$ cat config.mk
export PLATFORM = sky130hd
export DESIGN_NAME = cordic_range_reduce_flat
export DESIGN_NICKNAME = d
export VERILOG_FILES = /design/src/design/cordic_fmt_pkg.sv /design/src/design/cordic_tables_pkg.sv /design/src/design/cordic_if.sv /design/src/design/cordic_range_reduce.sv /design/src/flat_wrapper.sv
export SDC_FILE = /design/constraint.sdc
export NUM_CORES = 1
export LEC_CHECK = 0
export BUFFER_PORTS_ARGS = -buffer_cell sky130_fd_sc_hd__buf_4
export CAP_MARGIN = 20
export CORE_MARGIN = 2
export CORE_UTILIZATION = 45
export CTS_CLUSTER_DIAMETER = 120
export CTS_CLUSTER_SIZE = 24
export DETAILED_ROUTE_END_ITERATION = 10
export PLACE_DENSITY_LB_ADDON = 0.05
export SLEW_MARGIN = 0
export SYNTH_ARGS = -nofsm -noshare
export SYNTH_HDL_FRONTEND = slang
export SYNTH_SLANG_ARGS = --single-unit
$ cat constraint.sdc
create_clock -name i_clk -period 1.11 [get_ports i_clk]
set_clock_uncertainty 0.15 [all_clocks]
set_input_delay 0.0555 -clock i_clk [delete_from_list [all_inputs] [get_ports i_clk]]
set_output_delay 0.0555 -clock i_clk [all_outputs]
set_load 0.03 [all_outputs]
$ cat src/design/cordic_fmt_pkg.sv
package cordic_fmt_pkg;

    // vector components at the ports, Q2.30
    localparam int SAMPLE_W    = 32;
    localparam int SAMPLE_FRAC = 30;

    // extra integer bits carried between stages
    localparam int GUARD_W     = 2;

    // angles in radians, Q4.28
    localparam int ANGLE_W     = 32;
    localparam int ANGLE_FRAC  = 28;

    typedef logic signed [SAMPLE_W-1:0]         sample_t;  // port component
    typedef logic signed [SAMPLE_W+GUARD_W-1:0] state_t;   // Q4.30 inside the pipe
    typedef logic signed [ANGLE_W-1:0]          angle_t;   // valid range -2pi .. 2pi

endpackage

$ cat src/design/cordic_tables_pkg.sv
package cordic_tables_pkg;

    localparam int MAX_ITER = 16;

    // arctan(2^-i) in Q4.28, rounded
    localparam cordic_fmt_pkg::angle_t ATAN_TABLE [MAX_ITER] = '{
        32'h0C90_FDAA,  // 45 deg
        32'h076B_19C1,
        32'h03EB_6EBF,
        32'h01FD_5BAA,
        32'h00FF_AADE,
        32'h007F_F557,
        32'h003F_FEAB,
        32'h001F_FFD5,
        32'h000F_FFFB,
        32'h0007_FFFF,
        32'h0004_0000,  // from here on atan(x) == x at this precision
        32'h0002_0000,
        32'h0001_0000,
        32'h0000_8000,
        32'h0000_4000,
        32'h0000_2000
    };

    // 0.5 * (1+2^-3)(1+2^-4)(1+2^-6)(1+2^-9)(1-2^-10)(1-2^-11)(1-2^-14) ~ 0.60725
    localparam int GAIN_STEPS = 7;
    localparam int GAIN_SHIFT [GAIN_STEPS] = '{3, 4, 6, 9, 10, 11, 14};
    localparam logic [GAIN_STEPS-1:0] GAIN_SUB = 7'b111_0000;  // bit k set = subtract

    // range reduction bounds
    localparam cordic_fmt_pkg::angle_t PI_HALF  = 32'h1921_FB54;
    localparam cordic_fmt_pkg::angle_t PI       = 32'h3243_F6A9;
    localparam cordic_fmt_pkg::angle_t PI_3HALF = 32'h4B65_F1FD;
    localparam cordic_fmt_pkg::angle_t TWO_PI   = 32'h6487_ED51;

endpackage

$ cat src/design/cordic_if.sv
`timescale 1ns/1ns

// one item between rotation stages
interface cordic_rot_if;

    logic                   valid;
    cordic_fmt_pkg::state_t x;
    cordic_fmt_pkg::state_t y;
    cordic_fmt_pkg::angle_t z;    // residual angle
    logic                   neg;  // negate at the very end

    modport src (output valid, output x, output y, output z, output neg);
    modport dst (input valid, input x, input y, input z, input neg);

endinterface


$ cat src/design/cordic_range_reduce.sv
`timescale 1ns/1ns

module cordic_range_reduce (
    input  logic                    i_clk,
    input  logic                    i_reset,
    input  logic                    i_valid,
    input  cordic_fmt_pkg::sample_t i_x,
    input  cordic_fmt_pkg::sample_t i_y,
    input  cordic_fmt_pkg::angle_t  i_z,
    cordic_rot_if.src               o_out
);

    cordic_fmt_pkg::angle_t z_wrap;  // folded into 0 .. 2pi
    cordic_fmt_pkg::angle_t z_fold;  // folded into -pi/2 .. pi/2
    logic                   neg_fold;

    always_comb begin
        if (i_z < 0) begin
            z_wrap = i_z + cordic_tables_pkg::TWO_PI;
        end else begin
            z_wrap = i_z;
        end

        neg_fold = 1'b0;
        if (z_wrap >= cordic_tables_pkg::PI_3HALF) begin
            z_fold = z_wrap - cordic_tables_pkg::TWO_PI;  // fourth quadrant
        end else if (z_wrap > cordic_tables_pkg::PI_HALF) begin
            // rotate by z - pi and flip the result
            z_fold   = z_wrap - cordic_tables_pkg::PI;
            neg_fold = 1'b1;
        end else begin
            z_fold = z_wrap;
        end
    end

    always_ff @(posedge i_clk or negedge i_reset) begin
        if (!i_reset) begin
            o_out.valid <= 1'b0;
            o_out.x     <= '0;
            o_out.y     <= '0;
            o_out.z     <= '0;
            o_out.neg   <= 1'b0;
        end else begin
            o_out.valid <= i_valid;
            o_out.x     <= cordic_fmt_pkg::state_t'(i_x);  // sign extend into guard bits
            o_out.y     <= cordic_fmt_pkg::state_t'(i_y);
            o_out.z     <= z_fold;
            o_out.neg   <= neg_fold;
        end
    end

endmodule

$ cat src/flat_wrapper.sv
// flat-port wrapper written by rule: the top's interface ports become plain ports
module cordic_range_reduce_flat 
  (i_clk, i_reset, i_valid, i_x, i_y, i_z, o_out_valid, o_out_x, o_out_y, o_out_z, o_out_neg);
  cordic_rot_if o_out_i ();
  input  logic i_clk;
  input  logic i_reset;
  input  logic i_valid;
  input  cordic_fmt_pkg::sample_t i_x;
  input  cordic_fmt_pkg::sample_t i_y;
  input  cordic_fmt_pkg::angle_t i_z;
  output wire logic [$bits(o_out_i.valid)-1:0] o_out_valid;
  output wire logic [$bits(o_out_i.x)-1:0] o_out_x;
  output wire logic [$bits(o_out_i.y)-1:0] o_out_y;
  output wire logic [$bits(o_out_i.z)-1:0] o_out_z;
  output wire logic [$bits(o_out_i.neg)-1:0] o_out_neg;
  assign o_out_valid = o_out_i.valid;
  assign o_out_x = o_out_i.x;
  assign o_out_y = o_out_i.y;
  assign o_out_z = o_out_i.z;
  assign o_out_neg = o_out_i.neg;
  cordic_range_reduce u_core (.i_clk(i_clk), .i_reset(i_reset), .i_valid(i_valid), .i_x(i_x), .i_y(i_y), .i_z(i_z), .o_out(o_out_i));
endmodule
==> flow_summary.yaml <==
yosys:
  ys_warn_count: 0
  yosys_most_used_dff: "dfrtp_1"
  synth-edff-count: 0
  synthDistinctLibCells: 93
  ys_ff_latch: 98
  syn_inst: 562
  synth_fp_nets: 665
  seq_area_frac_synth_pct: 43.3
  synthArstFlopShare_pct: 100
  synth_area_mm2: 0.00566
  synth_area_per_cell_um2: 10.1
cts:
  cts.sinks: 98
  cts_buffers: 9
  cts-root-buf: "clkbuf_16"
  h-tree-depth: 3
  clock_path_buffers: 2
  cts_tree: "yes"
  path_clk_slew_ns: 0.08
setup_path:
  end_kind: "flop"
  cp-start-kind: "input pin"
  cp_max_fo: 7
  crit_required_ns: 1.19
  crit_chain: "buf_4 > nor4_4 > and3_2 > a311oi_4 > xnor2_2 > nand4_1 > nor4_2 > or4b_4 > nand3_4 > buf_4 > o21bai_2 > a32oi_2 > xnor2_1"
  critPathMaxStageDelay_ns: 0.54
  worstPathArrival_ns: 3.31
  critPathTopFamily: "simple AND/OR/NAND/NOR gates"
  path_common_cell: "buf_4"
  worstSetupPathType: "in -> reg"
  slowest_stage: "or4b_4"
  path_buf_inv: 2
die:
  die_area_mm2: 0.0135
  fp-row-count: 40
  die_h_um: 116
  die_w_um: 116
  initial_utilization_pct: 46.6
  core_mm2: 0.0122
  io_pins: 201
power_and_ir_drop:
  comb_power_share_pct: 44.9
  p_leak_nw: 4.80
  p_int_mw: 8.62
  p_clk_share_pct: 24.1
  power.density_cell_area_mw_per_mm2: 1290
  swShare_pct: 38.1
  switchingPower_mw: 5.30
  seqPwrFrac_pct: 31.0
  peakVddDrop_mv: 0.814
placement:
  io_buffers: 200
  place_inst: 1089
  routabilityCongestion: 0.956
  preCtsSetupSlack_ns: -2.40
  hpwl_um: 15200
timing:
  final.min_clock_period_ns: 3.24
  slew_violations: 0
  setup_tns_ns: -63.92
  slew_headroom_pct: 61.5
  rsz0062_at_grt: "yes"
  setup_violations: 71
  final_hold_viol_count: 0
  fmax_mhz: 309
  worst_slack_ns: -2.13
  worstMarginPinSlew_ns: 0.578
  hold_ws_ns: 0.0246
  final.period_utilization_pct: 292
cells_and_area:
  n_fill_cell: 498
  final_layout_size_suffix_gt1_share_pct: 54.1
  layout_commonest_cell: "buf_4"
  final_nets: 1122
  area_growth_pct: 90.5
  final_util_pct: 88.7
  final_cell_mix: "buf_4, dfrtp_1, buf_6"
  stdcell_count: 1192
global_routing:
  grt_pass1_wl_um: 37700
  grt_util_all_layers_pct: 36.6
  grt_start_max_net_pins: 43
  grt_overflow: 0
  antenna_found_initial: 0
  grt_pass1_vias: 6882
routing:
  dr.pass1.iters: 10
  drt_iter0_drc: 1268
  vias_per_cell: 6.26
  wl_per_cell_um: 25.8
  wl_um: 30800
  via_count: 7463
  drtAntennaViolNets: 0
  drc: 0
outcome:
  status: "finished with violations"
  violations: "setup timing"
run:
  cap_violations: 0
hold_path:
  min_path_type: "in -> async"
## worst paths after layout
check	depth (start not counted)	from	endpoint	slack [ns]
min in group i_clk	5	i_z[28]	u_core.o_out.z[28]$_DFF_PN0_	0.17
setup / recovery	13	i_z[13]	u_core.o_out.z[10]$_DFF_PN0_	-2.13
max in group asynchronous	3	i_reset	u_core.o_out.x[21]$_DFF_PN0_	0.26
hold / removal	2	i_reset	u_core.o_out.x[3]$_DFF_PN0_	0.02
## power groups by stage
stage	Sequential (mW)	Combinational (mW)	Clock, mW
2_1_floorplan	5.15	1.64	0
3_3_place_gp	4.20	4.74	0
3_5_place_dp	4.22	4.82	0
4_1_cts	4.17	5.19	3.15
5_1_grt	4.34	6.40	3.44
6_report	4.32	6.25	3.35
## logic make-up after synthesis
family | count (synthesis) | share of synthesized area, %
DFF | 98 | 43.3
adders and majority gates | 4 | 0.884
and+or+nand+nor | 192 | 20.1
xor gates and xnor gates | 55 | 8.64
buffers and inverters | 52 | 4.46
AOI/OAI and AO/OA | 150 | 20.6
muxes | 11 | 2.03
## Yosys cell counts, drive strengths merged (6+ instances only)
cell / n / share of area, %
mux2i: 7 / 1.2
clkbuf: 15 / 0.99
a21oi: 25 / 2.3
xnor2: 41 / 6.3
a311oi: 6 / 1.3
nor2b: 7 / 0.77
nor3: 23 / 2.2
and3: 6 / 0.66
nand4: 13 / 1.4
nor2: 32 / 2.2
a211oi: 8 / 1.1
buf: 26 / 2.7
nor4: 7 / 1.0
o211ai: 9 / 1.2
nand2: 31 / 2.1
a31oi: 8 / 0.88
dfrtp: 98 / 43
xor2: 14 / 2.3
nand2b: 9 / 0.99
nand3: 21 / 2.1
inv: 11 / 0.73
and2: 7 / 0.77
a211o: 7 / 1.1
o21ai: 23 / 2.1
## through the flow
step	cell area [µm²]	power, mW
after global routing	10800	14.2
final	10800	13.9
after floorplan	5910	6.79
after global placement	8880	8.94
after detailed placement	8880	9.04
after CTS	10100	12.5
## state kept, by name, indices dropped and copies added, names as in the netlist
name,cells
u_core.o_out.valid,1
u_core.o_out.neg,1
u_core.o_out.y,32
u_core.o_out.z,32
u_core.o_out.x,32
## routing by layer
metal	global-route usage [%]	wire [µm]	vias to the layer above
met5	0	0	-
met4	17.9	2300	0
met3	6.54	3590	225
met2	62.9	14100	731
met1	44.7	10700	3487
li1	-	-	3020
## repair_timing
item                       4_1_cts  5_1_grt
setup buffers                    9       16
gates resized for setup         31      142
hold buffers                    66        0
setup endpoints to repair       44       99
pin swaps                       17       46
hold endpoints to repair       163        0
cloned                           0        0
## area by class of cell
type | instances | area (µm²) | share of cell area (%)
clock inverters | 4 | 51.3 | 0.476
clock buffers | 11 | 253 | 2.34
inverters | 11 | 43.8 | 0.406
multi-input cells | 412 | 3610 | 33.5
diodes | 1 | 2.50 | 0.0232
flip-flops and latches | 98 | 2450 | 22.7
repair buffers | 487 | 4160 | 38.6
well taps | 168 | 210 | 1.95
Note: power is estimated with default switching activity, not from simulation.
