### src/design/cordic_fmt_pkg.sv
package cordic_fmt_pkg;

    // vector components at the ports, Q2.30
    localparam int SAMPLE_W    = 32;
    localparam int SAMPLE_FRAC = 30;

    // extra integer bits carried between stages
    localparam int GUARD_W     = 2;

    // angles in radians, Q4.28
    localparam int ANGLE_W     = 32;
    localparam int ANGLE_FRAC  = 28;

    typedef logic signed [SAMPLE_W-1:0]         sample_t;  // port component
    typedef logic signed [SAMPLE_W+GUARD_W-1:0] state_t;   // Q4.30 inside the pipe
    typedef logic signed [ANGLE_W-1:0]          angle_t;   // valid range -2pi .. 2pi

endpackage

### src/design/cordic_tables_pkg.sv
package cordic_tables_pkg;

    localparam int MAX_ITER = 16;

    // arctan(2^-i) in Q4.28, rounded
    localparam cordic_fmt_pkg::angle_t ATAN_TABLE [MAX_ITER] = '{
        32'h0C90_FDAA,  // 45 deg
        32'h076B_19C1,
        32'h03EB_6EBF,
        32'h01FD_5BAA,
        32'h00FF_AADE,
        32'h007F_F557,
        32'h003F_FEAB,
        32'h001F_FFD5,
        32'h000F_FFFB,
        32'h0007_FFFF,
        32'h0004_0000,  // from here on atan(x) == x at this precision
        32'h0002_0000,
        32'h0001_0000,
        32'h0000_8000,
        32'h0000_4000,
        32'h0000_2000
    };

    // 0.5 * (1+2^-3)(1+2^-4)(1+2^-6)(1+2^-9)(1-2^-10)(1-2^-11)(1-2^-14) ~ 0.60725
    localparam int GAIN_STEPS = 7;
    localparam int GAIN_SHIFT [GAIN_STEPS] = '{3, 4, 6, 9, 10, 11, 14};
    localparam logic [GAIN_STEPS-1:0] GAIN_SUB = 7'b111_0000;  // bit k set = subtract

    // range reduction bounds
    localparam cordic_fmt_pkg::angle_t PI_HALF  = 32'h1921_FB54;
    localparam cordic_fmt_pkg::angle_t PI       = 32'h3243_F6A9;
    localparam cordic_fmt_pkg::angle_t PI_3HALF = 32'h4B65_F1FD;
    localparam cordic_fmt_pkg::angle_t TWO_PI   = 32'h6487_ED51;

endpackage

### src/design/cordic_if.sv


// rotated vector on its way into gain compensation
interface cordic_vec_if;

    logic                   valid;
    cordic_fmt_pkg::state_t x;
    cordic_fmt_pkg::state_t y;
    logic                   neg;

    modport src (output valid, output x, output y, output neg);
    modport dst (input valid, input x, input y, input neg);

endinterface

### src/design/cordic_gain_comp.sv
`timescale 1ns/1ns

module cordic_gain_comp (
    input  logic                    i_clk,
    input  logic                    i_reset,
    cordic_vec_if.dst               i_in,
    output logic                    o_valid,
    output cordic_fmt_pkg::sample_t o_x,
    output cordic_fmt_pkg::sample_t o_y
);

    localparam int STEPS = cordic_tables_pkg::GAIN_STEPS;

    cordic_fmt_pkg::state_t x_in  [STEPS];    // input of each factor stage
    cordic_fmt_pkg::state_t y_in  [STEPS];
    cordic_fmt_pkg::state_t x_sum [STEPS];    // x * factor
    cordic_fmt_pkg::state_t y_sum [STEPS];
    cordic_fmt_pkg::state_t x_q   [STEPS-1];  // registers between factor stages
    cordic_fmt_pkg::state_t y_q   [STEPS-1];
    logic [STEPS-2:0]       valid_q;
    logic [STEPS-2:0]       neg_q;

    for (genvar k = 0; k < STEPS; k++) begin : g_step
        if (k == 0) begin : g_half
            assign x_in[k] = i_in.x >>> 1;  // the 1/2 factor rides along
            assign y_in[k] = i_in.y >>> 1;
        end else begin : g_chain
            assign x_in[k] = x_q[k-1];
            assign y_in[k] = y_q[k-1];
        end

        if (cordic_tables_pkg::GAIN_SUB[k]) begin : g_sub
            assign x_sum[k] = x_in[k] - (x_in[k] >>> cordic_tables_pkg::GAIN_SHIFT[k]);
            assign y_sum[k] = y_in[k] - (y_in[k] >>> cordic_tables_pkg::GAIN_SHIFT[k]);
        end else begin : g_add
            assign x_sum[k] = x_in[k] + (x_in[k] >>> cordic_tables_pkg::GAIN_SHIFT[k]);
            assign y_sum[k] = y_in[k] + (y_in[k] >>> cordic_tables_pkg::GAIN_SHIFT[k]);
        end
    end

    always_ff @(posedge i_clk or negedge i_reset) begin
        if (!i_reset) begin
            x_q     <= '{default: '0};
            y_q     <= '{default: '0};
            valid_q <= '0;
            neg_q   <= '0;
            o_valid <= 1'b0;
            o_x     <= '0;
            o_y     <= '0;
        end else begin
            for (int k = 0; k < STEPS-1; k++) begin
                x_q[k] <= x_sum[k];
                y_q[k] <= y_sum[k];
            end
            valid_q <= {valid_q[STEPS-3:0], i_in.valid};
            neg_q   <= {neg_q[STEPS-3:0], i_in.neg};
            // last factor stage, fold back and drop guard bits
            o_valid <= valid_q[STEPS-2];
            o_x     <= cordic_fmt_pkg::sample_t'(neg_q[STEPS-2] ? -x_sum[STEPS-1] : x_sum[STEPS-1]);
            o_y     <= cordic_fmt_pkg::sample_t'(neg_q[STEPS-2] ? -y_sum[STEPS-1] : y_sum[STEPS-1]);
        end
    end

endmodule

### src/flat_wrapper.sv
// flat-port wrapper written by rule: the top's interface ports become plain ports
module cordic_gain_comp_flat 
  (i_clk, i_reset, o_valid, o_x, o_y, i_in_valid, i_in_x, i_in_y, i_in_neg);
  cordic_vec_if i_in_i ();
  input  logic i_clk;
  input  logic i_reset;
  output logic o_valid;
  output cordic_fmt_pkg::sample_t o_x;
  output cordic_fmt_pkg::sample_t o_y;
  input wire logic [$bits(i_in_i.valid)-1:0] i_in_valid;
  input wire logic [$bits(i_in_i.x)-1:0] i_in_x;
  input wire logic [$bits(i_in_i.y)-1:0] i_in_y;
  input wire logic [$bits(i_in_i.neg)-1:0] i_in_neg;
  assign i_in_i.valid = i_in_valid;
  assign i_in_i.x = i_in_x;
  assign i_in_i.y = i_in_y;
  assign i_in_i.neg = i_in_neg;
  cordic_gain_comp u_core (.i_clk(i_clk), .i_reset(i_reset), .i_in(i_in_i), .o_valid(o_valid), .o_x(o_x), .o_y(o_y));
endmodule
### config.mk
export PLATFORM = sky130hd
export DESIGN_NAME = cordic_gain_comp_flat
export DESIGN_NICKNAME = d
export VERILOG_FILES = /design/src/design/cordic_fmt_pkg.sv /design/src/design/cordic_tables_pkg.sv /design/src/design/cordic_if.sv /design/src/design/cordic_gain_comp.sv /design/src/flat_wrapper.sv
export SDC_FILE = /design/constraint.sdc
export NUM_CORES = 1
export LEC_CHECK = 0
export ABC_AREA = 1
export BUFFER_PORTS_ARGS = -buffer_cell sky130_fd_sc_hd__buf_4
export CAP_MARGIN = 5
export CORE_MARGIN = 2
export CORE_UTILIZATION = 64
export DETAILED_ROUTE_END_ITERATION = 10
export PLACE_DENSITY = 0.78
export SKIP_LAST_GASP = 1
export SLEW_MARGIN = 10
export SYNTH_ARGS = -nofsm -noshare
export SYNTH_HDL_FRONTEND = slang
export SYNTH_SLANG_ARGS = --single-unit
### constraint.sdc
create_clock -name i_clk -period 3.58 [get_ports i_clk]
set_input_delay 0.895 -clock i_clk [delete_from_list [all_inputs] [get_ports i_clk]]
set_output_delay 0.895 -clock i_clk [all_outputs]
set_load 0.03 [all_outputs]
==> results of run 1 <==
[layout by cell type (no fill, tap or decap), types with 41 or more instances in the layout]
cell       instances
buf_4            141
clkbuf_16         52
nand4_1           56
a21o_1            79
o21ai_0          180
dfrtp_1          484
a31oi_1           41
nand3_1          261
o21bai_1          82
a21oi_1          430
inv_1            807
nand2_1         1487
nor3_1            68
xor2_1           294
nor2_1           518
xnor2_1          110
ha_1             458
[per-stage QoR]
stage | util, % | setup WS [ns] | cell area [µm²] | cells
detailed placement | 67.9 | 0.311 | 42700 | 6587
CTS | 70.9 | 0.586 | 44600 | 6685
global placement | 67.9 | 0.386 | 42700 | 6587
floorplan | - | 0.714 | 40500 | 5600
finish | 70.9 | 0.552 | 44600 | 6685
global route | 70.9 | 0.264 | 44600 | 6685
[critical path: cells and delay by family (launching register included)]
| kind | cells | cell delay [ns] |
|---|---|---|
| simple gates | 8 | 1.11 |
| xor+xnor | 1 | 0.23 |
| buf+inv | 4 | 0.35 |
| fa+ha+maj | 3 | 0.81 |
| flops | 1 | 0.42 |
[worst paths after layout]
| kind | cells past startpoint | end | startpoint |
|---|---|---|---|
| worst max-delay path | 16 | u_core.o_x[20] | u_core.x_in[14] |
| worst min-delay path | 1 | u_core.o_x[3] | i_reset |
| worst max register to register | 16 | u_core.o_x[20] | u_core.x_in[14] |
| worst min register to register | 0 | u_core.valid_q[4] | u_core.valid_q[3] |
| max in group asynchronous | 2 | u_core.y_in[32] | i_reset |
| min in group i_clk | 0 | u_core.valid_q[4] | u_core.valid_q[3] |
[sequential cells by signal (all words and copies together) (netlist names)]
name / cells
u_core.x_in: 204
u_core.o_y: 32
u_core.o_valid: 1
u_core.neg_q: 6
u_core.o_x: 32
u_core.y_in: 204
u_core.valid_q: 6
[kinds of logic after synthesis]
group,Yosys count
simple gates,2469
flops,485
compound gates,950
xor+xnor,404
fa+ha+maj,472
buf+inv,820
[cells in the mapped netlist (79+ instances only)]
cell type	n
nand3_1	261
a21o_1	79
xor2_1	294
xnor2_1	110
ha_1	458
nor2_1	518
inv_1	807
nand2_1	1487
o21bai_1	82
o21ai_0	180
a21oi_1	430
dfrtp_1	485
[area by class of cell]
cell class / instances / share of cell area [%]
Multi-Input combinational cell: 4295 / 56.7
Sequential cell: 485 / 27.2
Inverter: 813 / 6.85
Clock buffer: 64 / 3.11
Timing Repair Buffer: 148 / 2.68
Tap cell: 846 / 2.38
Clock inverter: 34 / 1.07
[metal layers]
layer  wire length, µm  part of all wire (%)  GRT usage, %  vias up
met1             38100                    37          31.4    16600
met3              3320                   3.2          3.08      363
met2             55000                    54          62.0      946
met5                 0                     0             0        -
met4              5840                   5.7          16.7        0
li1                  -                     -             -    18700
==> impl_metrics.ini, run 1 <==
[synthesis]
synthCells = 5600
synth_area_leaders = dfrtp_1, ha_1, nand2_1, inv_1, xor2_1
avgSynthCellArea_um2 = 7.23
synth_top_flop_cell = dfrtp_1
synth_top_area_share_pct = 30.0
synth_top_family_by_area = simple AND/OR/NAND/NOR gates
muxShareOfSynthArea_pct = 0
yosysWarnings = 0
synth_compound_area_share_pct = 13.9
synth-xor-area-share_pct = 8.74
ys_ff_latch = 485
synth_adder_area_share_pct = 14.9
synth_nets = 6144
synth_edf_count = 0
synthArstFlopShare_pct = 100
post-synth-top-area-cell = dfrtp_1
yosysSeqAreaShare_pct = 30.0
synth_simple_gate_area_share_pct = 24.9
synthDistinctLibCells = 42
synth_area_um2 = 40500

[place]
gp_congestion = 0.959
hpwlAfterDp_um = 84200
io_buffers = 134

[setup_path]
cp_common_cell = inv_1
cp_max_fo = 4
slowest_delay_ns = 0.44
required_ns = 4.08
start_kind = flop
arrival_ns = 3.53
critPathCaptureType = flop
path_class = reg -> reg
crit_chain = ha_1 > inv_1 > fa_1 > inv_1 > ha_1 > inv_1 > nor2_1 > nand2_1 > nor2_1 > nand4_1 > nor2_1 > nand3_1 > nand2_1 > nand2_1 > xnor2_1 > inv_1
cp_slowest_cell = fa_1
ff2ff_setup_slack_ns = 0.55

[floorplan]
core_area_um2 = 62900
die_w_um = 255
die_h_um = 255
initial_core_util_pct = 64.4
io_pins = 137
row_count = 92
die-area_um2 = 65300

[drt]
avgRoutedWirePerCell_um = 15.3
drt_iter0_markers = 1702
ant_nets = 0
vias = 36700
drcViolationCount = 0
via_per_inst = 5.49
wirelength_um = 102000
first_pass_iters = 6

[finish]
multiInputGateArea_um2 = 25300
seq_area_um2 = 12100
drive_gt1_share_pct = 4.95
nets = 6339
area_growth_syn_to_layout_pct = 10.1
diodes = 0
fillers = 5356

[timing]
setup_tns_ns = 0
hold_viol = 0
fin_skew_ns = 0.0269
fin_crit_ns = 3.03
relSlewSlack_pct = 56.9
slew_viol_final = 0
worst_pin_slew_ns = 0.641
fin_crit_sh_pct = 84.6
rsz0062_at_grt = false
fmax_mhz = 330
hold_ws_ns = 0.216
setup_violations = 0

[clocking]
cts_sinks = 485
cts_made_buffers = 52
postCtsHoldBufs = 0
cts.repair.resized = 0
clkTransAtPathRegs_ns = 0.07
cts_tree = done
cts_setup_buffers = 0
worstSkewPairLatency_ns = 0.64
clockBufferDepth = 3
h-tree-depth = 2
root_buffer = clkbuf_16

[grt]
grt_overflow = 0
grt_pass1_wl_um = 169000
track_usage_pct = 31.1
antenna_found_initial = 0
grt_start_max_net_pins = 88
grt_pass1_vias = 36700

[flow_run]
max_cap_viol_count = 0

[status]
status = completed

[min_path]
hold_class = in -> async
Power of run 1 is not shown: default switching activity piles up to over one toggle a cycle in this logic, so the estimate is an artifact.
==> run 2: changes to the inputs <==
Settings changed: CORE_UTILIZATION 64 to 58, PLACE_DENSITY 0.78 to 0.74.
Clock period 3.58 ns to 2.5 ns, I/O delays scaled along.
==> run 2 against run 1 <==
The run now ends with setup timing left. Clock skew fell by 0.013 ns. Die area up 10%. Via count grew 4.2%. Wire length increased by 5.9%. Sequential share of layout area shrank 2.6 points. Worst hold slack lost 0.11 ns. First-iteration DRC count is 4.3% higher. Count of clock-buffer cells in the layout rose by 7. Critical path type unchanged. Largest cell class unchanged. Highest routed layer unchanged.
==> impl_metrics.ini, run 2 (synthesis gave the netlist of run 1 again) <==
[status]
status = finished, violations left
violations = setup timing

[floorplan]
io_pins = 137
core_area_um2 = 68800
row_count = 96
die-area_um2 = 71900
initial_core_util_pct = 58.8
die_w_um = 268
die_h_um = 268

[finish]
diodes = 0
nets = 6767
drive_gt1_share_pct = 16.1
fillers = 5658
final_common_cell = nand2_1
layout_common_cells = nand2_1, inv_1, buf_4
area_growth_syn_to_layout_pct = 21.8

[drt]
avgRoutedWirePerCell_um = 15.1
wl_met2_um = 59500
drcViolationCount = 0
vias = 38200
via_per_inst = 5.31
drt_iter0_markers = 1776
top_layer = met4
wirelength_um = 108000
ant_nets = 0
met3_length_um = 3030
first_pass_iters = 6
wl_met1_um = 40000

[timing]
fmax_mhz = 375
rsz0062_at_grt = true
hold_viol = 0
fin_skew_ns = 0.0140
fin_ws_ns = -0.170
fin_crit_ns = 2.67
relSlewSlack_pct = 49.5
worst_pin_slew_ns = 0.753
setup_violations = 31
slew_viol_final = 0
fin_crit_sh_pct = 107

[flow_run]
max_cap_viol_count = 0

[clocking]
cts_sinks = 485
clkTransAtPathRegs_ns = 0.06
h-tree-depth = 2
cts_made_buffers = 54
cts_tree = done
root_buffer = clkbuf_16
worstSkewPairLatency_ns = 0.63
clockBufferDepth = 3

[setup_path]
critPathCaptureType = flop
path_class = reg -> reg
required_ns = 3.02
arrival_ns = 3.19
cp_max_fo = 5
ff2ff_setup_slack_ns = -0.17
start_kind = flop

[min_path]
hold_class = in -> reg

[grt]
grt_pass1_wl_um = 175000
track_usage_pct = 29.7
antenna_found_initial = 0
grt_start_max_net_pins = 68
grt_overflow = 0
grt_pass1_vias = 38200

[place]
gp_congestion = 0.959
hpwlAfterDp_um = 88100
pre_cts_ws_ns = -0.344
io_buffers = 134
## run 2: through the flow
stage / std cells / utilization, % / hold slack, ns / TNS (ns) / area [µm²]
2_1_floorplan: 5600 / - / 0.329 / 0 / 40500
3_3_place_gp: 7060 / 66.5 / 0.332 / -6.28 / 45800
3_5_place_dp: 7060 / 66.5 / 0.335 / -10.11 / 45800
4_1_cts: 7175 / 69.9 / 0.0661 / -2.31 / 48100
5_1_grt: 7197 / 71.6 / 0.0831 / -8.96 / 49300
6_report: 7197 / 71.6 / 0.104 / -2.86 / 49300
## run 2: what timing repair did
| item | CTS | global route |
|---|---|---|
| setup buffers | 15 | 24 |
| endpoints found under the hold margin | 27 | 0 |
| pin swaps | 37 | 76 |
| gates resized for setup | 105 | 280 |
| setup endpoints to repair | 56 | 110 |
| hold buffers | 1 | 0 |
## run 2: layout make-up
class                           count  area [µm²]  share of cell area, %
Inverter                          813        3070                   6.22
Multi-Input combinational cell   4295       26600                   54.0
Tap cell                          931        1160                   2.36
Clock buffer                       71        1550                   3.14
Sequential cell                   485       12100                   24.6
Timing Repair Buffer              574        4450                   9.02
Clock inverter                     28         332                  0.673
## run 2: critical path, stage by stage (launching register included)
cell and delay [ns]:
dfrtp_1 0.35, inv_1 0.08, ha_2 0.18, inv_2 0.05
fa_2 0.46, inv_4 0.09, nand2_4 0.05, a21oi_4 0.13
nand3_2 0.11, nor2_4 0.13, nand3_2 0.10, nor2_4 0.14
nand2_4 0.07, nor2_4 0.17, nand2_4 0.11, o21bai_4 0.17
nand2_1 0.07, nand2_1 0.06, nand2_1 0.05
## run 2: per-layer routing
layer	track usage, %	vias to the layer above
met1	29.7	17500
met5	0	-
met4	15.2	0
met2	60.3	806
met3	2.63	330
li1	-	19600
## run 2: path summary, 6_finish.rpt
check / start / to / cells past startpoint
setup reg to reg: u_core.x_in[0] / u_core.o_x[27] / 18
setup / recovery: u_core.x_in[0] / u_core.o_x[27] / 18
max in group asynchronous: i_reset / u_core.y_in[41] / 3
hold / removal: i_in_valid / u_core.valid_q[0] / 1
hold reg to reg: u_core.valid_q[5] / u_core.o_valid / 0
min in group asynchronous: i_reset / u_core.o_x[6] / 2
Power of run 2 is left out for the same reason.
