<file path="src/design/cordic_fmt_pkg.sv">
package cordic_fmt_pkg;

    // vector components at the ports, Q2.30
    localparam int SAMPLE_W    = 32;
    localparam int SAMPLE_FRAC = 30;

    // extra integer bits carried between stages
    localparam int GUARD_W     = 2;

    // angles in radians, Q4.28
    localparam int ANGLE_W     = 32;
    localparam int ANGLE_FRAC  = 28;

    typedef logic signed [SAMPLE_W-1:0]         sample_t;  // port component
    typedef logic signed [SAMPLE_W+GUARD_W-1:0] state_t;   // Q4.30 inside the pipe
    typedef logic signed [ANGLE_W-1:0]          angle_t;   // valid range -2pi .. 2pi

endpackage

</file>
<file path="src/design/cordic_tables_pkg.sv">
package cordic_tables_pkg;

    localparam int MAX_ITER = 16;

    // arctan(2^-i) in Q4.28, rounded
    localparam cordic_fmt_pkg::angle_t ATAN_TABLE [MAX_ITER] = '{
        32'h0C90_FDAA,  // 45 deg
        32'h076B_19C1,
        32'h03EB_6EBF,
        32'h01FD_5BAA,
        32'h00FF_AADE,
        32'h007F_F557,
        32'h003F_FEAB,
        32'h001F_FFD5,
        32'h000F_FFFB,
        32'h0007_FFFF,
        32'h0004_0000,  // from here on atan(x) == x at this precision
        32'h0002_0000,
        32'h0001_0000,
        32'h0000_8000,
        32'h0000_4000,
        32'h0000_2000
    };

    // 0.5 * (1+2^-3)(1+2^-4)(1+2^-6)(1+2^-9)(1-2^-10)(1-2^-11)(1-2^-14) ~ 0.60725
    localparam int GAIN_STEPS = 7;
    localparam int GAIN_SHIFT [GAIN_STEPS] = '{3, 4, 6, 9, 10, 11, 14};
    localparam logic [GAIN_STEPS-1:0] GAIN_SUB = 7'b111_0000;  // bit k set = subtract

    // range reduction bounds
    localparam cordic_fmt_pkg::angle_t PI_HALF  = 32'h1921_FB54;
    localparam cordic_fmt_pkg::angle_t PI       = 32'h3243_F6A9;
    localparam cordic_fmt_pkg::angle_t PI_3HALF = 32'h4B65_F1FD;
    localparam cordic_fmt_pkg::angle_t TWO_PI   = 32'h6487_ED51;

endpackage

</file>
<file path="src/design/cordic_if.sv">
`timescale 1ns/1ns

// one item between rotation stages
interface cordic_rot_if;

    logic                   valid;
    cordic_fmt_pkg::state_t x;
    cordic_fmt_pkg::state_t y;
    cordic_fmt_pkg::angle_t z;    // residual angle
    logic                   neg;  // negate at the very end

    modport src (output valid, output x, output y, output z, output neg);
    modport dst (input valid, input x, input y, input z, input neg);

endinterface


</file>
<file path="src/design/cordic_rotate_stage.sv">
`timescale 1ns/1ns

module cordic_rotate_stage #(
    parameter int STAGE = 0  // iteration index, shift amount
) (
    input  logic      i_clk,
    input  logic      i_reset,
    cordic_rot_if.dst i_in,
    cordic_rot_if.src o_out
);

    cordic_fmt_pkg::state_t x_shift;
    cordic_fmt_pkg::state_t y_shift;
    logic                   rot_neg;  // residual angle below zero

    assign x_shift = i_in.x >>> STAGE;
    assign y_shift = i_in.y >>> STAGE;
    assign rot_neg = i_in.z[cordic_fmt_pkg::ANGLE_W-1];

    always_ff @(posedge i_clk or negedge i_reset) begin
        if (!i_reset) begin
            o_out.valid <= 1'b0;
            o_out.x     <= '0;
            o_out.y     <= '0;
            o_out.z     <= '0;
            o_out.neg   <= 1'b0;
        end else begin
            o_out.valid <= i_in.valid;
            o_out.neg   <= i_in.neg;
            if (rot_neg) begin  // clockwise
                o_out.x <= i_in.x + y_shift;
                o_out.y <= i_in.y - x_shift;
                o_out.z <= i_in.z + cordic_tables_pkg::ATAN_TABLE[STAGE];
            end else begin      // counter-clockwise
                o_out.x <= i_in.x - y_shift;
                o_out.y <= i_in.y + x_shift;
                o_out.z <= i_in.z - cordic_tables_pkg::ATAN_TABLE[STAGE];
            end
        end
    end

endmodule

</file>
<file path="src/flat_wrapper.sv">
// flat-port wrapper written by rule: the top's interface ports become plain ports
module cordic_rotate_stage_flat 
#(
    parameter int STAGE = 0                                  
)
  (i_clk, i_reset, i_in_valid, i_in_x, i_in_y, i_in_z, i_in_neg, o_out_valid, o_out_x, o_out_y, o_out_z, o_out_neg);
  cordic_rot_if i_in_i ();
  cordic_rot_if o_out_i ();
  input  logic i_clk;
  input  logic i_reset;
  input wire logic [$bits(i_in_i.valid)-1:0] i_in_valid;
  input wire logic [$bits(i_in_i.x)-1:0] i_in_x;
  input wire logic [$bits(i_in_i.y)-1:0] i_in_y;
  input wire logic [$bits(i_in_i.z)-1:0] i_in_z;
  input wire logic [$bits(i_in_i.neg)-1:0] i_in_neg;
  output wire logic [$bits(o_out_i.valid)-1:0] o_out_valid;
  output wire logic [$bits(o_out_i.x)-1:0] o_out_x;
  output wire logic [$bits(o_out_i.y)-1:0] o_out_y;
  output wire logic [$bits(o_out_i.z)-1:0] o_out_z;
  output wire logic [$bits(o_out_i.neg)-1:0] o_out_neg;
  assign i_in_i.valid = i_in_valid;
  assign i_in_i.x = i_in_x;
  assign i_in_i.y = i_in_y;
  assign i_in_i.z = i_in_z;
  assign i_in_i.neg = i_in_neg;
  assign o_out_valid = o_out_i.valid;
  assign o_out_x = o_out_i.x;
  assign o_out_y = o_out_i.y;
  assign o_out_z = o_out_i.z;
  assign o_out_neg = o_out_i.neg;
  cordic_rotate_stage #(.STAGE(STAGE)) u_core (.i_clk(i_clk), .i_reset(i_reset), .i_in(i_in_i), .o_out(o_out_i));
endmodule
</file>
<file path="config.mk">
export PLATFORM = sky130hd
export DESIGN_NAME = cordic_rotate_stage_flat
export DESIGN_NICKNAME = d
export VERILOG_FILES = /design/src/design/cordic_fmt_pkg.sv /design/src/design/cordic_tables_pkg.sv /design/src/design/cordic_if.sv /design/src/design/cordic_rotate_stage.sv /design/src/flat_wrapper.sv
export SDC_FILE = /design/constraint.sdc
export NUM_CORES = 1
export LEC_CHECK = 0
export ABC_AREA = 1
export ABC_CLOCK_PERIOD_IN_PS = 800
export BUFFER_PORTS_ARGS = -buffer_cell sky130_fd_sc_hd__buf_4
export CAP_MARGIN = 20
export CORE_ASPECT_RATIO = 0.75
export CORE_MARGIN = 1
export CORE_UTILIZATION = 35
export DETAILED_ROUTE_END_ITERATION = 16
export GPL_ROUTABILITY_DRIVEN = 0
export MAX_ROUTING_LAYER = met4
export PLACE_DENSITY_LB_ADDON = 0.1
export SLEW_MARGIN = 5
export SYNTH_ARGS = -nofsm -noshare
export SYNTH_HDL_FRONTEND = slang
export SYNTH_SLANG_ARGS = --single-unit
</file>
<file path="constraint.sdc">
create_clock -name i_clk -period 0.8 [get_ports i_clk]
set_input_delay 0.04 -clock i_clk [delete_from_list [all_inputs] [get_ports i_clk]]
set_output_delay 0.04 -clock i_clk [all_outputs]
set_load 0.005 [all_outputs]
</file>
==> results of run 1 <==
## state kept, by name, summed over array words and instances (netlist names)
signal,count
u_core.o_out.valid,1
u_core.o_out.y,33
u_core.o_out.z,32
u_core.o_out.neg,1
u_core.o_out.x,34
## Yosys cell counts (all sizes together)
master	instances	area (µm²)
nand2	489	1863
inv	240	903.4
nor2	191	734.4
a21oi	164	843.3
nand3	155	785.8
ha	128	1602
o21ai	122	629.3
dfrtp	101	2527
xor2	43	376.6
buf	37	261.5
nor3	24	125.1
o21bai	16	120.1
nand4	15	93.84
a21o	14	105.1
a31oi	7	43.79
clkbuf	7	26.28
or2	7	43.79
o211ai	6	45.04
o21a	5	37.54
o22ai	5	31.28
o31ai	5	37.54
a21boi	4	30.02
fa	4	80.08
nor4	4	43.80
xnor2	4	35.03
and2	3	18.77
and3	2	12.51
nand3b	2	15.01
mux2i	1	10.01
## metal layers
layer,vias to the layer above,share of wire (%),global-route usage (%)
li1,7017,-,-
met4,0,2.2,6.555
met3,87,7.3,5.795
met1,6826,46,41.30
met2,574,45,43.17
met5,-,0,-
## per-stage QoR
| step | hold WS, ps | TNS, ps |
|---|---|---|
| floorplan | -255.6 | -53470 |
| global placement | -92.54 | -89240 |
| detailed placement | -93.64 | -91050 |
| CTS | -41.83 | -55830 |
| global route | -24.52 | -67520 |
| finish | -26.35 | -58940 |
## what timing repair did
item / CTS / global route
endpoints found under the hold margin: 107 / 1
gates cloned: 1 / 1
pin swaps: 118 / 160
buffers inserted: 30 / 38
endpoints found under the setup margin: 194 / 194
gates resized for setup: 306 / 430
## where the power goes
group          internal (W)  leakage [nW]  switching, W
combinational       0.00832          8.71       0.00874
clock               0.00245         0.144       0.00240
sequential          0.00602          1.19      0.000526
total                0.0168          10.0        0.0117
## cells by family (layout without fill, tap and decap cells)
logic type	after synthesis	count (layout)	synth area share [%]
compound gates	348	348	16.75
xor+xnor	47	47	3.585
fa+ha+maj	132	132	14.65
buf+inv	284	870	10.37
flops	101	101	22.01
mux	1	1	0.08719
simple gates	892	892	32.54
## worst max path at each step
stage / slack, ps / startpoint / depth (start not counted) / endpoint
2_1_floorplan: -800 / i_in_z[31] / 15 / u_core.o_out.z[25]$_DFF_PN0_
3_3_place_gp: -1140 / i_in_y[4] / 13 / u_core.o_out.x[10]$_DFF_PN0_
3_5_place_dp: -1170 / i_in_y[4] / 13 / u_core.o_out.x[10]$_DFF_PN0_
4_1_cts: -580 / i_in_x[6] / 13 / u_core.o_out.x[15]$_DFF_PN0_
5_1_grt: -720 / i_in_y[5] / 13 / u_core.o_out.x[11]$_DFF_PN0_
6_report: -640 / i_in_y[10] / 14 / u_core.o_out.x[18]$_DFF_PN0_
## layout make-up
type	instances	area [µm²]
Sequential cell	101	2529
Fill cell	2729	11090
Inverter	240	1102
Multi-Input combinational cell	1420	11190
Timing Repair Buffer	614	5529
Clock buffer	9	225.2
Timing Repair inverter	1	11.26
Tap cell	442	553.0
Clock inverter	6	71.32
==> tab_implementation.tex, run 1 <==
\begin{tabular}{lr}
\hline
Metric & Value \\
\hline
\multicolumn{2}{l}{\textbf{Outcome}} \\
Result of the run & finished, violations left \\
Violated checks & hold timing, setup timing \\
\multicolumn{2}{l}{\textbf{Synth}} \\
Total of warnings raised by yosys & 0 \\
Count of state elements after synthesis & 101 \\
Count of mapped cells out of synthesis & 1,805 \\
Net Count, Synth & 2,041 \\
Fraction of the yosys area taken by sequential cells & 22.01\% \\
Mean area per synthesized cell & 6.361 µm² \\
Number of distinct library cells after synthesis & 46 \\
Cell Area, Synth & 11,480 µm² \\
\multicolumn{2}{l}{\textbf{Floorplanning}} \\
Floorplan row count & 57 \\
Area of the die & 33,540 µm² \\
Top-level port count & 206 \\
Initial core utilization & 35.54\% \\
Die boundary height & 158.9 µm \\
Placeable Area & 32,310 µm² \\
Die X-Extent & 211.1 µm \\
\multicolumn{2}{l}{\textbf{Clocking}} \\
Clock-pin slew on the worst setup and hold paths & 80 ps \\
CTS hold repair buffers & 6 \\
Number of buffers created by CTS & 9 \\
TritonCTS clock tree & yes \\
H-tree lvl count & 3 \\
CTS sink count & 101 \\
Library cell used as clock root buffer & clkbuf\_16 \\
Buffers from clock root to sink, at most & 2 \\
\multicolumn{2}{l}{\textbf{Global route}} \\
Antenna violations before repair & 0 \\
Tot GR Track Use & 29.39\% \\
Grt ovf & 0 \\
Vias in the first global route & 13,757 \\
Maximum number of pins on one net before global-route repair & 61 \\
First-pass GRT wire length & 74,020 µm \\
\multicolumn{2}{l}{\textbf{Detailed routing}} \\
Avg Vias per Cell & 5.120 \\
WL final & 50,820 µm \\
Routed length per instance & 17.94 µm \\
Detailed Route Iter0 Violations & 1,203 \\
DRC viols & 0 \\
Via count & 14,504 \\
Antenna Violating Nets Remaining & 0 \\
DR pass1 iterations & 7 \\
\multicolumn{2}{l}{\textbf{STA}} \\
Final number of max-transition violations & 0 \\
Hold slack & -26.35 ps \\
Unrepaired setup endpoints after global routing & true \\
Final period demand of the worst path & 1441 ps \\
Achievable frequency & 0.6939 GHz \\
Final setup fails & 195 \\
Worst slew margin & 48.13\% \\
Least setup slack across all paths after layout & -641.0 ps \\
Portion of the clock cycle consumed by the worst path in the final layout & 180.1\% \\
Tightest Pin Transition & 778.0 ps \\
Final-report hold violation count & 1 \\
\multicolumn{2}{l}{\textbf{Hold path}} \\
Type of the most critical hold path & primary input to register \\
Worst Hold Endpoint & u\_core.o\_out.z[2]\$\_DFF\_PN0\_ \\
Hold Startpoint & i\_in\_z[1] \\
Worst hold stages & 2 \\
\multicolumn{2}{l}{\textbf{Final layout}} \\
Final non-filler cell area & 21,210 µm² \\
Fraction of final layout cells sized beyond drive strength 1 & 53.74\% \\
Final nets & 2,623 \\
Synth-to-layout area growth & 84.76\% \\
Commonest non-fill, non-tap cells in the layout & 422 x buf\_4, 317 x nand2\_1, 159 x buf\_6 \\
Commonest non-fill, non-tap cell in the layout & buf\_4 \\
Final standard cell count with taps included and fillers excluded & 2,833 \\
Final standard cell utilization of the core & 65.66\% \\
Diode count & 0 \\
\multicolumn{2}{l}{\textbf{Power and ir drop}} \\
VDD IR max & 0.9988 mV \\
Total design power & 0.02847 W \\
Leak Pwr & 10.04 nW \\
Pwr Density & 1342 nW/µm² \\
\multicolumn{2}{l}{\textbf{Critical path}} \\
Cell-by-cell listing of the critical path & buf\_4 > inv\_4 > ha\_4 > buf\_4 > nor2\_4 > nand2\_2 > buf\_4 > nor2\_4 > nand4\_1 > nand3\_1 > nand2\_1 > nand2\_1 > nor2\_1 > nor2\_2 \\
Required time of the worst setup path & 1100 ps \\
Highest net fanout along the worst path & 8 \\
Worst endpoint data arrival time & 1740 ps \\
Slowest stage cell on the critical path & ha\_4 \\
Worst Path Buf+Inv & 4 \\
Sort of element at the end of the critical path & register \\
CP max stage delay & 310 ps \\
Most frequent cell on the critical path & buf\_4 \\
Kind of critical path & primary input to register \\
Worst path top cell family by delay & simple AND/OR/NAND/NOR gates \\
CP Launch Type & primary input \\
\multicolumn{2}{l}{\textbf{Placed design}} \\
Number of placed cells counting well taps & 2,748 \\
Sum of net half-perimeters after detailed placement & 38,930 µm \\
Total of buffers placed on input and output ports & 205 \\
Post-placement setup slack & -1172 ps \\
Post-detailed-placement cell area & 17,380 µm² \\
\multicolumn{2}{l}{\textbf{Flow run}} \\
Number of maximum-capacitance constraint violations & 0 \\
\hline
\end{tabular}
Power figures use the tool's default switching activity.
==> run 2: changes to the inputs <==
Settings changed: BUFFER_PORTS_ARGS -buffer_cell sky130_fd_sc_hd__buf_4 to -buffer_cell sky130_fd_sc_hd__buf_2, CTS_CLUSTER_SIZE set to 14.
==> tab_implementation.tex, run 2 (synthesis results as in run 1) <==
\begin{tabular}{lr}
\hline
Metric & Value \\
\hline
\multicolumn{2}{l}{\textbf{Power and ir drop}} \\
Fraction of power spent switching nets & 42.88\% \\
Reported net switching power & 0.01200 W \\
Leak Pwr & 10.19 nW \\
Pwr Density & 1302 nW/µm² \\
VDD IR max & 1.451 mV \\
Power share of the combinational group & 60.8\% \\
Total design power & 0.02799 W \\
Flop pwr share & 22.6\% \\
Power share of the clock group & 16.6\% \\
Cell-internal power & 0.01599 W \\
\multicolumn{2}{l}{\textbf{Global route}} \\
Peak-usage layer in the global routing report & met2 \\
Maximum number of pins on one net before global-route repair & 72 \\
Met2 global-route usage & 44.99\% \\
Grt ovf & 0 \\
First-pass GRT wire length & 76,410 µm \\
Tot GR Track Use & 30.23\% \\
GRT met3 Usage & 4.964\% \\
Antenna violations before repair & 0 \\
Vias in the first global route & 13,937 \\
Met1 GRT Util & 42.82\% \\
\multicolumn{2}{l}{\textbf{Critical path}} \\
Worst Path Buf+Inv & 2 \\
Sort of element at the end of the critical path & register \\
CP Launch Type & primary input \\
Cell-by-cell listing of the critical path & buf\_8 > ha\_4 > buf\_6 > a21oi\_4 > o21ai\_2 > nand2\_2 > nand3\_4 > a21oi\_2 > nand2\_1 > nand2\_1 > nor2\_2 > nor2\_2 \\
Worst path top cell family by delay & simple AND/OR/NAND/NOR gates \\
Kind of critical path & primary input to register \\
Worst endpoint data arrival time & 1760 ps \\
Slowest stage cell on the critical path & ha\_4 \\
Required time of the worst setup path & 1100 ps \\
Highest net fanout along the worst path & 7 \\
CP max stage delay & 300 ps \\
\multicolumn{2}{l}{\textbf{Placed design}} \\
Number of placed cells counting well taps & 2,749 \\
Post-placement setup slack & -1310 ps \\
Total of buffers placed on input and output ports & 205 \\
Sum of net half-perimeters after detailed placement & 38,630 µm \\
\multicolumn{2}{l}{\textbf{STA}} \\
Final period demand of the worst path & 1461 ps \\
Tightest Pin Transition & 612.3 ps \\
Portion of the clock cycle consumed by the worst path in the final layout & 182.6\% \\
Final setup fails & 193 \\
Worst slew margin & 59.18\% \\
Least setup slack across all paths after layout & -661.0 ps \\
Final-report hold violation count & 1 \\
Achievable frequency & 0.6845 GHz \\
Final number of max-transition violations & 0 \\
Hold slack & -7.605 ps \\
Unrepaired setup endpoints after global routing & true \\
Setup TNS & -57,880 ps \\
\multicolumn{2}{l}{\textbf{Final layout}} \\
Max FFs per register & 34 \\
Diode count & 0 \\
Footprint of the multi-input gates & 11,720 µm² \\
Commonest non-fill, non-tap cells in the layout & 353 x buf\_4, 302 x nand2\_1, 167 x buf\_2 \\
Fraction of final layout cells sized beyond drive strength 1 & 57.98\% \\
Area occupied by registers & 2529 µm² \\
Registers with the highest flip-flop counts & u\_core.o\_out.x: 34 flops, u\_core.o\_out.y: 33 flops, u\_core.o\_out.z: 32 flops \\
Final nets & 2,663 \\
Largest reg by FF count & u\_core.o\_out.x \\
Synth-to-layout area growth & 87.26\% \\
Final standard cell count with taps included and fillers excluded & 2,874 \\
Number of fill cells in the layout & 2,607 \\
Commonest non-fill, non-tap cell in the layout & buf\_4 \\
\multicolumn{2}{l}{\textbf{Detailed routing}} \\
WL final & 52,830 µm \\
Avg Vias per Cell & 5.177 \\
Detailed Route Iter0 Violations & 1,301 \\
DRC viols & 0 \\
Via count & 14,880 \\
Routed length per instance & 18.38 µm \\
DR pass1 iterations & 6 \\
Antenna Violating Nets Remaining & 0 \\
\multicolumn{2}{l}{\textbf{Floorplanning}} \\
Top-level port count & 206 \\
Placeable Area & 32,310 µm² \\
Initial core utilization & 35.54\% \\
Floorplan row count & 57 \\
Die X-Extent & 211.1 µm \\
Area of the die & 33,540 µm² \\
Die boundary height & 158.9 µm \\
\multicolumn{2}{l}{\textbf{Clocking}} \\
Number of buffers created by CTS & 9 \\
CTS hold repair buffers & 6 \\
TritonCTS clock tree & yes \\
Clock-pin slew on the worst setup and hold paths & 80 ps \\
Buffers from clock root to sink, at most & 2 \\
Library cell used as clock root buffer & clkbuf\_16 \\
H-tree lvl count & 3 \\
CTS sink count & 101 \\
\multicolumn{2}{l}{\textbf{Outcome}} \\
Violated checks & hold timing, setup timing \\
Result of the run & finished, violations left \\
\multicolumn{2}{l}{\textbf{Hold path}} \\
Type of the most critical hold path & primary input to register \\
\multicolumn{2}{l}{\textbf{Flow run}} \\
Number of maximum-capacitance constraint violations & 0 \\
\hline
\end{tabular}
[run 2: final timing paths]
kind                            from                           end  slack (ps)  cells past startpoint
worst max-delay path       i_in_x[3]  u_core.o_out.x[18]$_DFF_PN0_        -660                     12
worst min-delay path       i_in_z[1]   u_core.o_out.z[2]$_DFF_PN0_          -8                      2
max in group asynchronous    i_reset  u_core.o_out.y[28]$_DFF_PN0_         360                      3
min in group asynchronous    i_reset  u_core.o_out.valid$_DFF_PN0_          10                      2
[run 2: power by group through the flow]
stage	clock [W]	sequential, W	combinational, W
finish	0.00465	0.00633	0.0170
floorplan	0	0.00649	0.00679
CTS	0.00478	0.00635	0.0146
global placement	0	0.00644	0.0125
global route	0.00491	0.00641	0.0181
detailed placement	0	0.00643	0.0126
[run 2: per-stage QoR]
step	utilization [%]	area (µm²)
finish	66.55	21500
global route	66.55	21500
CTS	60.29	19480
detailed placement	52.39	16930
global placement	52.39	16930
floorplan	-	13120
[run 2: cell type report]
| cell class | count | area share, % |
|---|---|---|
| Clock buffer | 10 | 1.065 |
| Clock inverter | 6 | 0.2619 |
| Inverter | 240 | 5.115 |
| Multi-Input combinational cell | 1420 | 54.53 |
| Sequential cell | 101 | 11.76 |
| Tap cell | 442 | 2.572 |
| Timing Repair Buffer | 654 | 24.62 |
| Timing Repair inverter | 1 | 0.07566 |
[run 2: routing by layer]
layer / wire length [µm] / vias up
li1: - / 7096
met1: 24390 / 7133
met2: 24150 / 574
met3: 3306 / 77
met4: 983 / 0
met5: 0 / -
[run 2: what timing repair did]
action / CTS / global route
pin swaps: 175 / 222
setup buffers: 50 / 60
gates cloned: 2 / 0
setup endpoints to repair: 196 / 194
resized for setup: 458 / 382
hold endpoints to repair: 107 / 1
